### src/rv_consts.svh
`ifndef RV_CONSTS_SVH
`define RV_CONSTS_SVH

// Datapath widths
`define XLEN          32
`define PC_LEN        32
`define INST_LEN      32

// Register file
`define REG_NUM       32
`define REG_ADDR_LEN  5

// Debug port, low bits select a GPR
`define DBG_ADDR_LEN  12

// Instruction fields
`define OPCODE_LEN    7
`define FUNCT3_LEN    3
`define FUNCT7_LEN    7
`define ALU_OP_LEN    4

`endif

### src/rv_isa_pkg.sv
`include "rv_consts.svh"

package rv_isa_pkg;

    // Major opcodes kept in this core
    typedef enum logic [`OPCODE_LEN - 1:0] {
        OP     = 7'b0110011,
        OP_IMM = 7'b0010011,
        LUI    = 7'b0110111,
        AUIPC  = 7'b0010111
    } opcode_e;

    typedef enum logic [`FUNCT3_LEN - 1:0] {
        F3_ADD  = 3'b000,
        F3_SLL  = 3'b001,
        F3_SLT  = 3'b010,
        F3_SLTU = 3'b011,
        F3_XOR  = 3'b100,
        F3_SRL  = 3'b101,
        F3_OR   = 3'b110,
        F3_AND  = 3'b111
    } funct3_e;

    typedef enum logic [`ALU_OP_LEN - 1:0] {
        ADD, SUB, SLL, SLT, SLTU, XOR, SRL, SRA, OR, AND, PASS_B
    } alu_op_e;

    // R-type field view of an instruction word
    typedef struct packed {
        logic [  `FUNCT7_LEN - 1:0] funct7;
        logic [`REG_ADDR_LEN - 1:0] rs2;
        logic [`REG_ADDR_LEN - 1:0] rs1;
        logic [  `FUNCT3_LEN - 1:0] funct3;
        logic [`REG_ADDR_LEN - 1:0] rd;
        logic [  `OPCODE_LEN - 1:0] opcode;
    } inst_r_t;

    typedef struct packed {
        alu_op_e                    alu_op;
        logic                       rs1_rd;
        logic                       rs2_rd;
        logic                       rs2_imm_sel;
        logic                       pc_sel;
        logic                       rd_wr;
        logic [`REG_ADDR_LEN - 1:0] rd_addr;
        logic [        `XLEN - 1:0] imm;
    } dec_ctrl_t;

endpackage

### src/rv_pipe_pkg.sv
`include "rv_consts.svh"

package rv_pipe_pkg;

    // Decode to execute record
    typedef struct packed {
        logic                       valid;
        logic                       ill;
        logic [      `PC_LEN - 1:0] pc;
        logic [`REG_ADDR_LEN - 1:0] rs1_addr;
        logic [`REG_ADDR_LEN - 1:0] rs2_addr;
        logic [        `XLEN - 1:0] rs1_data;
        logic [        `XLEN - 1:0] rs2_data;
        rv_isa_pkg::dec_ctrl_t      ctrl;
    } id_ex_t;

    // Execute result, also the top-level result port
    typedef struct packed {
        logic                       valid;
        logic                       ill;
        logic                       rd_wr;
        logic [`REG_ADDR_LEN - 1:0] rd_addr;
        logic [        `XLEN - 1:0] data;
    } wb_result_t;

    typedef struct packed {
        logic                       en;
        logic [`REG_ADDR_LEN - 1:0] addr;
        logic [        `XLEN - 1:0] data;
    } rf_wr_t;

endpackage

### src/dec.sv
`timescale 1ns/1ns
`include "rv_consts.svh"

module dec (
    input        [    `INST_LEN - 1:0] inst_i,
    input                              inst_valid_i,
    output rv_isa_pkg::dec_ctrl_t      ctrl_o,
    output logic [`REG_ADDR_LEN - 1:0] rs1_addr_o,
    output logic [`REG_ADDR_LEN - 1:0] rs2_addr_o,
    output logic                       ill_inst_o
);

rv_isa_pkg::inst_r_t inst_f;
logic                f7_zero;
logic                f7_alt;
logic                ill;

assign inst_f     = inst_i;
assign f7_zero    = (inst_f.funct7 == '0);
assign f7_alt     = (inst_f.funct7 == 7'b0100000);
assign rs1_addr_o = inst_f.rs1;
assign rs2_addr_o = inst_f.rs2;
assign ill_inst_o = inst_valid_i && ill;

always_comb begin
    ctrl_o         = '0;
    ctrl_o.rd_addr = inst_f.rd;
    ill            = 1'b0;

    // Base operation from funct3, bit 30 picks the arithmetic shift
    case (inst_f.funct3)
        rv_isa_pkg::F3_ADD  : ctrl_o.alu_op = rv_isa_pkg::ADD;
        rv_isa_pkg::F3_SLL  : ctrl_o.alu_op = rv_isa_pkg::SLL;
        rv_isa_pkg::F3_SLT  : ctrl_o.alu_op = rv_isa_pkg::SLT;
        rv_isa_pkg::F3_SLTU : ctrl_o.alu_op = rv_isa_pkg::SLTU;
        rv_isa_pkg::F3_XOR  : ctrl_o.alu_op = rv_isa_pkg::XOR;
        rv_isa_pkg::F3_SRL  : ctrl_o.alu_op = inst_f.funct7[5] ? rv_isa_pkg::SRA
                                                               : rv_isa_pkg::SRL;
        rv_isa_pkg::F3_OR   : ctrl_o.alu_op = rv_isa_pkg::OR;
        default             : ctrl_o.alu_op = rv_isa_pkg::AND;
    endcase

    case (inst_f.opcode)
        rv_isa_pkg::OP: begin
            ctrl_o.rs1_rd = 1'b1;
            ctrl_o.rs2_rd = 1'b1;
            ctrl_o.rd_wr  = 1'b1;
            if (inst_f.funct3 == rv_isa_pkg::F3_ADD && inst_f.funct7[5]) begin
                ctrl_o.alu_op = rv_isa_pkg::SUB;
            end
            // Only SUB and SRA may use the alternate funct7
            ill = !(f7_zero || (f7_alt && (inst_f.funct3 == rv_isa_pkg::F3_ADD ||
                                           inst_f.funct3 == rv_isa_pkg::F3_SRL)));
        end
        rv_isa_pkg::OP_IMM: begin
            ctrl_o.rs1_rd      = 1'b1;
            ctrl_o.rs2_imm_sel = 1'b1;
            ctrl_o.rd_wr       = 1'b1;
            ctrl_o.imm         = {{(`XLEN - 12){inst_i[31]}}, inst_i[31:20]};
            if (inst_f.funct3 == rv_isa_pkg::F3_SLL) begin
                ill = !f7_zero;
            end else if (inst_f.funct3 == rv_isa_pkg::F3_SRL) begin
                ill = !(f7_zero || f7_alt);
            end
        end
        rv_isa_pkg::LUI: begin
            ctrl_o.alu_op      = rv_isa_pkg::PASS_B;
            ctrl_o.rs2_imm_sel = 1'b1;
            ctrl_o.rd_wr       = 1'b1;
            ctrl_o.imm         = {inst_i[31:12], 12'b0};
        end
        rv_isa_pkg::AUIPC: begin
            ctrl_o.alu_op      = rv_isa_pkg::ADD;
            ctrl_o.pc_sel      = 1'b1;
            ctrl_o.rs2_imm_sel = 1'b1;
            ctrl_o.rd_wr       = 1'b1;
            ctrl_o.imm         = {inst_i[31:12], 12'b0};
        end
        default: begin
            ill = 1'b1;
        end
    endcase

    if (inst_valid_i && ill) begin
        ctrl_o.rd_wr = 1'b0;
    end
end

endmodule

### src/exu.sv
`timescale 1ns/1ns
`include "rv_consts.svh"

module exu (
    input                         clk,
    input                         rst_n_i,
    input  rv_pipe_pkg::id_ex_t   id_ex_i,
    output rv_pipe_pkg::wb_result_t res_o
);

rv_pipe_pkg::wb_result_t res_d;
logic                    res_wr_ok;
logic                    fwd_rs1;
logic                    fwd_rs2;
logic [   `XLEN - 1:0]   rs1_val;
logic [   `XLEN - 1:0]   rs2_val;
logic [   `XLEN - 1:0]   op_a;
logic [   `XLEN - 1:0]   op_b;
logic [           4:0]   shamt;
logic [   `XLEN - 1:0]   alu_out;

// Forward from the instruction one ahead, never for x0
assign res_wr_ok = res_o.valid && !res_o.ill && res_o.rd_wr && (res_o.rd_addr != '0);
assign fwd_rs1   = res_wr_ok && id_ex_i.ctrl.rs1_rd && (res_o.rd_addr == id_ex_i.rs1_addr);
assign fwd_rs2   = res_wr_ok && id_ex_i.ctrl.rs2_rd && (res_o.rd_addr == id_ex_i.rs2_addr);
assign rs1_val   = fwd_rs1 ? res_o.data : id_ex_i.rs1_data;
assign rs2_val   = fwd_rs2 ? res_o.data : id_ex_i.rs2_data;

assign op_a  = id_ex_i.ctrl.pc_sel ? id_ex_i.pc : rs1_val;
assign op_b  = id_ex_i.ctrl.rs2_imm_sel ? id_ex_i.ctrl.imm : rs2_val;
assign shamt = op_b[4:0];

always_comb begin
    case (id_ex_i.ctrl.alu_op)
        rv_isa_pkg::ADD    : alu_out = op_a + op_b;
        rv_isa_pkg::SUB    : alu_out = op_a - op_b;
        rv_isa_pkg::SLL    : alu_out = op_a << shamt;
        rv_isa_pkg::SLT    : alu_out = {{(`XLEN - 1){1'b0}}, $signed(op_a) < $signed(op_b)};
        rv_isa_pkg::SLTU   : alu_out = {{(`XLEN - 1){1'b0}}, op_a < op_b};
        rv_isa_pkg::XOR    : alu_out = op_a ^ op_b;
        rv_isa_pkg::SRL    : alu_out = op_a >> shamt;
        rv_isa_pkg::SRA    : alu_out = $signed(op_a) >>> shamt;
        rv_isa_pkg::OR     : alu_out = op_a | op_b;
        rv_isa_pkg::AND    : alu_out = op_a & op_b;
        rv_isa_pkg::PASS_B : alu_out = op_b;
        default            : alu_out = '0;
    endcase
end

always_comb begin
    res_d.valid   = id_ex_i.valid;
    res_d.ill     = id_ex_i.ill;
    res_d.rd_wr   = id_ex_i.ctrl.rd_wr;
    res_d.rd_addr = id_ex_i.ctrl.rd_addr;
    res_d.data    = alu_out;
end

always_ff @(posedge clk) begin
    if (!rst_n_i) begin
        res_o.valid <= 1'b0;
    end else if (id_ex_i.valid) begin
        res_o <= res_d;
    end else begin
        res_o.valid <= 1'b0;
    end
end

// Decoder only emits known ALU codes
assert property (@(posedge clk) disable iff (!rst_n_i)
    id_ex_i.valid |-> (id_ex_i.ctrl.alu_op <= rv_isa_pkg::PASS_B));

endmodule

### src/idu.sv
`timescale 1ns/1ns
`include "rv_consts.svh"

module idu (
    input                              clk,
    input                              rst_n_i,
    input        [    `INST_LEN - 1:0] inst_i,
    input                              inst_valid_i,
    input        [      `PC_LEN - 1:0] pc_i,
    input                              halted_i,
    input  rv_pipe_pkg::rf_wr_t        rf_wr_i,
    input        [`DBG_ADDR_LEN - 1:0] dbg_addr_i,
    input        [        `XLEN - 1:0] dbg_wdata_i,
    input                              dbg_gpr_rd_i,
    input                              dbg_gpr_wr_i,
    output logic [        `XLEN - 1:0] dbg_gpr_out_o,
    output rv_pipe_pkg::id_ex_t        id_ex_o
);

rv_isa_pkg::dec_ctrl_t      ctrl;
rv_pipe_pkg::id_ex_t        id_ex_d;
logic [`REG_ADDR_LEN - 1:0] rs1_addr;
logic [`REG_ADDR_LEN - 1:0] rs2_addr;
logic [        `XLEN - 1:0] rs1_data;
logic [        `XLEN - 1:0] rs2_data;
logic                       ill_inst;

dec u_dec (
    .inst_i       ( inst_i       ),
    .inst_valid_i ( inst_valid_i ),
    .ctrl_o       ( ctrl         ),
    .rs1_addr_o   ( rs1_addr     ),
    .rs2_addr_o   ( rs2_addr     ),
    .ill_inst_o   ( ill_inst     )
);

rfu u_rfu (
    .clk           ( clk           ),
    .rst_n_i       ( rst_n_i       ),
    .rs1_addr_i    ( rs1_addr      ),
    .rs2_addr_i    ( rs2_addr      ),
    .rs1_data_o    ( rs1_data      ),
    .rs2_data_o    ( rs2_data      ),
    .wr_i          ( rf_wr_i       ),
    .halted_i      ( halted_i      ),
    .dbg_addr_i    ( dbg_addr_i    ),
    .dbg_wdata_i   ( dbg_wdata_i   ),
    .dbg_gpr_rd_i  ( dbg_gpr_rd_i  ),
    .dbg_gpr_wr_i  ( dbg_gpr_wr_i  ),
    .dbg_gpr_out_o ( dbg_gpr_out_o )
);

always_comb begin
    id_ex_d.valid    = inst_valid_i;
    id_ex_d.ill      = ill_inst;
    id_ex_d.pc       = pc_i;
    id_ex_d.rs1_addr = rs1_addr;
    id_ex_d.rs2_addr = rs2_addr;
    id_ex_d.rs1_data = rs1_data;
    id_ex_d.rs2_data = rs2_data;
    id_ex_d.ctrl     = ctrl;
end

always_ff @(posedge clk) begin
    if (!rst_n_i) begin
        id_ex_o.valid <= 1'b0;
    end else if (inst_valid_i) begin
        id_ex_o <= id_ex_d;
    end else begin
        id_ex_o.valid <= 1'b0;
    end
end

// No issue while the debugger owns the core
assert property (@(posedge clk) disable iff (!rst_n_i) halted_i |-> !inst_valid_i);

endmodule

### src/rfu.sv
`timescale 1ns/1ns
`include "rv_consts.svh"

module rfu (
    input                              clk,
    input                              rst_n_i,
    input        [`REG_ADDR_LEN - 1:0] rs1_addr_i,
    input        [`REG_ADDR_LEN - 1:0] rs2_addr_i,
    output logic [        `XLEN - 1:0] rs1_data_o,
    output logic [        `XLEN - 1:0] rs2_data_o,
    input  rv_pipe_pkg::rf_wr_t        wr_i,
    input                              halted_i,
    input        [`DBG_ADDR_LEN - 1:0] dbg_addr_i,
    input        [        `XLEN - 1:0] dbg_wdata_i,
    input                              dbg_gpr_rd_i,
    input                              dbg_gpr_wr_i,
    output logic [        `XLEN - 1:0] dbg_gpr_out_o
);

logic [        `XLEN - 1:0] gpr [1:`REG_NUM - 1];
logic [`REG_ADDR_LEN - 1:0] dbg_idx;
logic                       pipe_wr;
logic                       dbg_wr;

assign dbg_idx = dbg_addr_i[`REG_ADDR_LEN - 1:0];
assign pipe_wr = wr_i.en && (wr_i.addr != '0);
assign dbg_wr  = halted_i && dbg_gpr_wr_i && (dbg_idx != '0);

always_ff @(posedge clk) begin
    if (!rst_n_i) begin
        for (int i = 1; i < `REG_NUM; i++) begin
            gpr[i] <= '0;
        end
    end else if (pipe_wr) begin
        gpr[wr_i.addr] <= wr_i.data;
    end else if (dbg_wr) begin
        gpr[dbg_idx] <= dbg_wdata_i;
    end
end

// x0 reads zero, a same-cycle write is bypassed to the reader
always_comb begin
    if (rs1_addr_i == '0) begin
        rs1_data_o = '0;
    end else if (pipe_wr && wr_i.addr == rs1_addr_i) begin
        rs1_data_o = wr_i.data;
    end else begin
        rs1_data_o = gpr[rs1_addr_i];
    end

    if (rs2_addr_i == '0) begin
        rs2_data_o = '0;
    end else if (pipe_wr && wr_i.addr == rs2_addr_i) begin
        rs2_data_o = wr_i.data;
    end else begin
        rs2_data_o = gpr[rs2_addr_i];
    end

    if (halted_i && dbg_gpr_rd_i && dbg_idx != '0) begin
        dbg_gpr_out_o = gpr[dbg_idx];
    end else begin
        dbg_gpr_out_o = '0;
    end
end

// Pipe must be drained before a debug write
assert property (@(posedge clk) disable iff (!rst_n_i)
    !(wr_i.en && halted_i && dbg_gpr_wr_i));

endmodule

### src/rv_core_top.sv
`timescale 1ns/1ns
`include "rv_consts.svh"

module rv_core_top (
    input                              clk,
    input                              rst_n_i,
    input        [    `INST_LEN - 1:0] inst_i,
    input        [      `PC_LEN - 1:0] pc_i,
    input                              inst_valid_i,
    input                              halted_i,
    input        [`DBG_ADDR_LEN - 1:0] dbg_addr_i,
    input        [        `XLEN - 1:0] dbg_wdata_i,
    input                              dbg_gpr_rd_i,
    input                              dbg_gpr_wr_i,
    output logic [        `XLEN - 1:0] dbg_gpr_out_o,
    output rv_pipe_pkg::wb_result_t    result_o
);

rv_pipe_pkg::id_ex_t     id_ex;
rv_pipe_pkg::wb_result_t ex_res;
rv_pipe_pkg::rf_wr_t     rf_wr;

idu u_idu (
    .clk           ( clk           ),
    .rst_n_i       ( rst_n_i       ),
    .inst_i        ( inst_i        ),
    .inst_valid_i  ( inst_valid_i  ),
    .pc_i          ( pc_i          ),
    .halted_i      ( halted_i      ),
    .rf_wr_i       ( rf_wr         ),
    .dbg_addr_i    ( dbg_addr_i    ),
    .dbg_wdata_i   ( dbg_wdata_i   ),
    .dbg_gpr_rd_i  ( dbg_gpr_rd_i  ),
    .dbg_gpr_wr_i  ( dbg_gpr_wr_i  ),
    .dbg_gpr_out_o ( dbg_gpr_out_o ),
    .id_ex_o       ( id_ex         )
);

exu u_exu (
    .clk     ( clk     ),
    .rst_n_i ( rst_n_i ),
    .id_ex_i ( id_ex   ),
    .res_o   ( ex_res  )
);

wbu u_wbu (
    .res_i    ( ex_res   ),
    .result_o ( result_o ),
    .rf_wr_o  ( rf_wr    )
);

endmodule

### src/wbu.sv
`timescale 1ns/1ns
`include "rv_consts.svh"

module wbu (
    input  rv_pipe_pkg::wb_result_t res_i,
    output rv_pipe_pkg::wb_result_t result_o,
    output rv_pipe_pkg::rf_wr_t     rf_wr_o
);

logic wr_ok;

assign wr_ok = res_i.valid && !res_i.ill && res_i.rd_wr && (res_i.rd_addr != '0);

always_comb begin
    result_o = res_i;
    // Illegal results carry no data
    if (res_i.ill) begin
        result_o.data = '0;
    end
end

always_comb begin
    rf_wr_o.en   = wr_ok;
    rf_wr_o.addr = res_i.rd_addr;
    rf_wr_o.data = res_i.data;
end

endmodule
### config.mk
export PLATFORM = sky130hd
export DESIGN_NAME = rv_core_top
export DESIGN_NICKNAME = d
export VERILOG_FILES = /design/src/rv_isa_pkg.sv /design/src/rv_pipe_pkg.sv /design/src/dec.sv /design/src/exu.sv /design/src/idu.sv /design/src/rfu.sv /design/src/rv_core_top.sv /design/src/wbu.sv
export VERILOG_INCLUDE_DIRS = /design/src
export SDC_FILE = /design/constraint.sdc
export NUM_CORES = 2
export LEC_CHECK = 0
export ABC_AREA = 0
export BUFFER_PORTS_ARGS = -buffer_cell sky130_fd_sc_hd__buf_2
export CAP_MARGIN = 20
export CORE_ASPECT_RATIO = 0.75
export CORE_MARGIN = 2
export CORE_UTILIZATION = 30
export CTS_BUF_LIST = sky130_fd_sc_hd__clkbuf_2
export CTS_CLUSTER_DIAMETER = 40
export DETAILED_ROUTE_END_ITERATION = 12
export PLACE_DENSITY = 0.43
export SYNTH_ARGS = -nofsm -noshare
export SYNTH_HDL_FRONTEND = slang
export SYNTH_SLANG_ARGS = --single-unit
### constraint.sdc
create_clock -name clk -period 7 [get_ports clk]
set_input_delay 0.7 -clock clk [delete_from_list [all_inputs] [get_ports clk]]
set_output_delay 0.7 -clock clk [all_outputs]
set_load 0.01 [all_outputs]
# [Word level (Yosys, flattened, before mapping)]
# Memory sizes are Yosys's and may differ from the RTL's. A register that Yosys moved wholly into a read port is not among the register bits.
# Index checks and enable logic that the tools add are counted.
[totals] reg_bits=196 output_inout_bits=72 ram_bits=992 n_memories=1
[memory_table] memory="u_idu.u_rfu.gpr" words=31 width=32 read_ports=3 rd_ports_with_merged_regs=2 write_ports=31 line="rfu.sv:20" source="logic [ `XLEN - 1:0] gpr [1:`REG_NUM - 1];"
[classes] muxes=38 n_shift=3 n_eq_ne=25 n_bitwise=5 add_sub_neg=2 magnitude_cmp=2 n_reduce_logical=37
[ops] operator="case mux 32 bit (11 select lines)" n=1
[ops] operator="2-to-1 mux 32 bit" n=10
[ops] operator="< comparator 32 bit" n=2
[ops] operator="case mux 32 bit (2 select lines)" n=1
[ops] operator="OR reduction 32 bit" n=2
[ops] operator="adder 32 bit" n=1
[ops] operator="AND 32 bit" n=1
[ops] operator="OR 32 bit" n=1
[ops] operator="<< shifter 32 x 5 -> 32 bit" n=1
[ops] operator=">> shifter 32 x 5 -> 32 bit" n=1
[ops] operator=">>> shifter 32 x 5 -> 32 bit" n=1
[ops] operator="subtractor 32 bit" n=1
[ops] operator="XOR 32 bit" n=1
[ops] operator="case mux 4 bit (7 select lines)" n=1
[ops] operator="== test 7 x 6 -> 1 bit, second input constant" n=3
[ops] operator="== test 5 bit" n=4
[ops] operator="2-to-1 mux 1 bit" n=20
[ops] operator="== test 4 x 3 -> 1 bit, second input constant" n=4
[ops] operator="logical AND 1 bit" n=15
[ops] operator="== test 7 x 5 -> 1 bit, second input constant" n=2
[ops] operator="== test 4 bit, second input constant" n=3
[ops] operator="case mux 4 bit (3 select lines)" n=1
[ops] operator="logical NOT 5 bit" n=2
[ops] operator="2-to-1 mux 5 bit" n=2
[ops] operator="other kinds (18)" n=31

# [Depth between registers and ports, before layout]
[depth] word_depth=12 depth_mapped=22 mapped_depth_nobuf=18

# [By module]
# Synthesis repeated with hierarchy kept, for this count alone.
[hier_totals] hier_cells=6562 area_unflattened_um2=81793.4
[modules_own_cells] module="rfu" n_inst=1 cells_each=4548 area_each_um2=64095.2
[modules_own_cells] module="exu" n_inst=1 cells_each=1681 area_each_um2=11877.6
[modules_own_cells] module="idu" n_inst=1 cells_each=156 area_each_um2=4626.9
[modules_own_cells] module="dec" n_inst=1 cells_each=92 area_each_um2=604.3
[modules_own_cells] module="wbu" n_inst=1 cells_each=85 area_each_um2=589.3

# [Worst setup path after synthesis]
# OpenSTA, ideal clock, no wires.
[synth_timing] path_kind="input to register" from="input port rst_n_i" to="register (tool-made name)" setup_ns=0.569 path_slack_ns=1.212 path_buffers=1 stages=2 arrival_time_ns=5.219 cell_sequence="clkbuf_1 > and2_1"
[synth_lines] element="start, declared" line="rv_core_top.sv:6" source="input rst_n_i,"

# [Worst setup path after layout]
[layout_timing] from="register u_exu.res_o[32] in the netlist's numbering" to="register u_exu.res_o[30] in the netlist's numbering (data pin)"
[layout_between] elab_chain_len=8
[layout_rtl] element="start, declared" line="exu.sv:8" source="output rv_pipe_pkg::wb_result_t res_o"
[layout_rtl] element="start signal, assigned" line="exu.sv:62" source="res_o <= res_d;"
[layout_rtl] element="nonzero test 5 bit" line="exu.sv:23" source="assign res_wr_ok = res_o.valid && !res_o.ill && res_o.rd_wr && (res_o.rd_addr != '0);"
[layout_rtl] element="logical AND 1 bit" line="exu.sv:23"
[layout_rtl] element="logical AND 1 bit (on tied branches) (2 in series)" line="exu.sv:24, exu.sv:25"
[layout_rtl] element="2-to-1 mux 32 bit (on tied branches)" line="exu.sv:26, exu.sv:27"
[layout_rtl] element="2-to-1 mux 32 bit (on tied branches)" line="exu.sv:29, exu.sv:30"
[layout_rtl] element="subtractor 32 bit, or another cell as far along" line="exu.sv:36" source="rv_isa_pkg::SUB : alu_out = op_a - op_b;"
[layout_rtl] element="case mux 32 bit (11 select lines) *" line="exu.sv:34" source="case (id_ex_i.ctrl.alu_op)"
[layout_rtl] element="net u_exu.alu_out[30]" line="exu.sv:20" source="logic [ `XLEN - 1:0] alu_out;"
# Mark *: on every way through the listed nets, which the timed path passes. The rest lies on a longest branch.
# A chain may end at the register's enable or synchronous reset.

==> results.py <==
metrics = {
    "cts": {
        "clk_path_buf_depth": 4,
        "cts.clk_slew.worst_paths_ns": 0.13,
        "htreeDepth": 5,
        "cts_sinks": 1252,
        "tritoncts.num_buffers": 345,
        "clockRootBuffer": "clkbuf_2",
        "cts_tree": "done",
        "clock_latency_ns": 1.65,
    },
    "outcome": {
        "status": "finished, final reports clean",
    },
    "synthesis": {
        "avgSynthCellArea_um2": 13.6,
        "yosys_warnings": 0,
        "synth_edf_count": 1250,
        "synth_area_leader_cell": "edfxtp_1",
        "synth_seq_cells": 1252,
        "ys_async_sr_fraction": 0,
        "syn_area_um2": 79200,
        "synth_ff_type": "edfxtp_1",
        "syn_inst": 5821,
        "yosys-top-cells-area": "edfxtp_1 (47%), mux4_2 (27%), nor2_1 (5.8%)",
        "synth_cell_types": 93,
        "synth_top_cell_area_share": 0.474,
        "ys_seq_area_frac": 0.475,
    },
    "detailed_routing": {
        "routed_wl_um": 388000,
        "ant_nets": 0,
        "drt-initial-drc-count": 9638,
        "drt_pre_antenna_iters": 7,
        "vias": 60900,
        "avgViaCountPerCell": 6.11,
        "wire_per_inst_um": 38.9,
        "drc": 0,
    },
    "placed_design": {
        "dp_hpwl_um": 251000,
        "gp_congestion": 1.01,
        "dpl.cell_count": 9204,
        "portBuffers": 178,
    },
    "worst_setup_path": {
        "cp.arrival_ns": 8.07,
        "start_kind": "flop",
        "crit_fanout": 38,
        "path_class": "reg2reg",
        "endpoint_kind": "flop",
        "cp.required_ns": 8.32,
    },
    "sta": {
        "setup-violations-final": 0,
        "rsz0062_at_grt": "false",
        "slew_viol_final": 0,
        "tightestPinTransition_ns": 1.23,
        "period_share": 0.964,
        "slew-limit-headroom": 0.181,
        "hold_viol": 0,
        "setup-tns-final_ns": 0,
        "finClkSkew_ns": 0.153,
        "timing.final.crit_period_ns": 6.75,
        "fmax_ghz": 0.148,
    },
    "final_layout": {
        "layout_commonest_cell": "edfxtp_1",
        "nets": 6460,
        "layout-drive-gt1-share": 0.336,
        "area_delta_synth_final_pct": 14.0,
        "final_cells": 9961,
        "layout_common_cells": "edfxtp_1 (1,250), nor2_1 (1,216), mux4_2 (965), clkbuf_2 (479), buf_4 (276)",
        "fillCellCount": 25800,
    },
    "grt": {
        "grt_antenna_before_repair": 31,
        "grt_max_degree": 117,
        "grt_usage": 0.284,
        "grt_pass1_vias": 59000,
        "grt_overflow_total": 0,
        "grt_pass1_wl_um": 520000,
    },
    "power": {
        "seqPwrFrac": 0.472,
        "cellPowerDensity_nw_per_um2": 207,
        "power_frac_comb": 0.230,
        "p_int_mw": 12.2,
        "leakage_nw": 33.2,
        "clkPwrFrac": 0.298,
        "switching_share": 0.343,
        "ir_drop_mv": 0.170,
        "p_total_mw": 18.6,
        "p_sw_mw": 6.40,
    },
    "floorplan": {
        "die_x_um": 597,
        "fp.dieH_um": 449,
        "io_pins": 186,
        "design.core.area_um2": 263000,
        "num_rows": 163,
        "dieArea_um2": 268000,
        "start_util": 0.301,
    },
    "hold_path": {
        "hold_class": "in2reg",
    },
    "job": {
        "maxCapViolations": 0,
    },
}
-- area by class of cell --
type | count | area [µm²] | area share
antenna | 9 | 22.5 | 0.000250
sequential | 1252 | 37600 | 0.416
inverter | 132 | 498 | 0.00552
timing repair buffer | 646 | 5460 | 0.0604
clock inverter | 108 | 593 | 0.00657
clock buffer | 479 | 2400 | 0.0266
tap | 3465 | 4340 | 0.0480
multi-input combinational | 3870 | 39400 | 0.436
-- repair_timing --
item	in CTS	in global routing
endpoints found under the setup margin	0	1
hold buffers	151	0
gates resized for setup	0	1
buffers inserted	0	0
hold endpoints to repair	1222	0
-- Yosys cell counts (13+ instances only) --
cell type,n
nand2_1,245
nor2b_1,91
ha_1,97
a221oi_1,23
o31ai_1,15
clkbuf_1,411
o311ai_2,14
o22ai_1,22
a221oi_2,13
xnor2_1,17
a22oi_1,23
nand2b_1,41
nand3_1,33
a211oi_1,64
o211ai_1,27
edfxtp_1,1250
buf_1,127
xor2_1,16
o21ai_0,169
a21oi_1,103
and2_1,27
a221o_1,15
nor3_1,27
buf_4,18
o21bai_1,16
nor4_1,23
mux4_2,965
mux2i_1,275
a31oi_1,18
a21o_1,41
mux2_2,30
buf_2,27
inv_1,117
o221ai_1,22
nor2_1,1222
-- cell families after synthesis --
kind of cell | Yosys count | share of synthesized area
AO/OA/AOI/OAI | 678 | 0.0618
XOR/XNOR | 33 | 0.00365
adder cells (fa/ha/maj) | 99 | 0.0158
buffers and inverters | 730 | 0.0378
flip-flops | 1252 | 0.475
multiplexers | 1274 | 0.314
other | 1 | 0.0000474
AND/OR/NAND/NOR | 1754 | 0.0919
-- per-stage QoR --
step	setup slack (ns)	util	hold WS, ns	area, µm²
2_1_floorplan	1.21	-	0.400	79300
3_3_place_gp	0.157	0.325	0.403	85400
3_5_place_dp	0.448	0.326	0.414	85500
4_1_cts	0.435	0.343	0.00160	90000
5_1_grt	0.0983	0.344	0.0280	90200
6_report	0.254	0.344	0.159	90300
-- path summary, 6_finish.rpt --
kind,start,endpoint,slack [ns],depth (start not counted)
worst max-delay path,u_exu.res_o[32]$_DFFE_PP_,u_exu.res_o[30]$_DFFE_PP_,0.25,17
worst min-delay path,inst_valid_i,u_idu.id_ex_o[32]$_DFFE_PP_,0.16,3
worst max register to register,u_exu.res_o[32]$_DFFE_PP_,u_exu.res_o[30]$_DFFE_PP_,0.25,17
worst min register to register,u_idu.id_ex_o[153]$_SDFF_PN0_,u_exu.res_o[39]$_SDFF_PN0_,0.33,1
-- registers in the layout, summed over array words and instances (netlist names), named ones only --
| name | flops |
|---|---|
| u_idu.u_rfu.gpr | 1024 |
| u_idu.id_ex_o | 90 |
| u_exu.res_o | 40 |
-- per-layer routing --
layer / track usage / routed length [µm]
met1: 0.430 / 173000
met2: 0.381 / 155000
met3: 0.0834 / 44600
met4: 0.0944 / 14100
met5: 0.00143 / 134
-- critical path: stages, from the launching register on --
cell and delay, ns:
edfxtp_1 0.60, or4_4 0.66, o211ai_4 0.31, or2_4 0.53, o311a_2 0.36, ha_1 0.31, fa_1 0.33, a211oi_1 0.13
o31a_1 0.35, o31ai_1 0.44, a41oi_1 0.30, o21ai_0 0.69, buf_4 0.35, a211o_1 0.21, a31oi_1 0.21, o211ai_1 0.23
o31ai_1 0.11, a211o_1 0.31
-- power by group through the flow --
stage               Sequential [mW]  Clock, mW  Combinational [mW]
floorplan                      8.86          0                2.37
global placement               8.94          0                4.10
detailed placement             8.96          0                4.10
CTS                            8.79       5.72                4.19
global route                   8.83       6.06                4.43
finish                         8.80       5.55                4.29
Note: power is estimated with default switching activity, not from simulation.
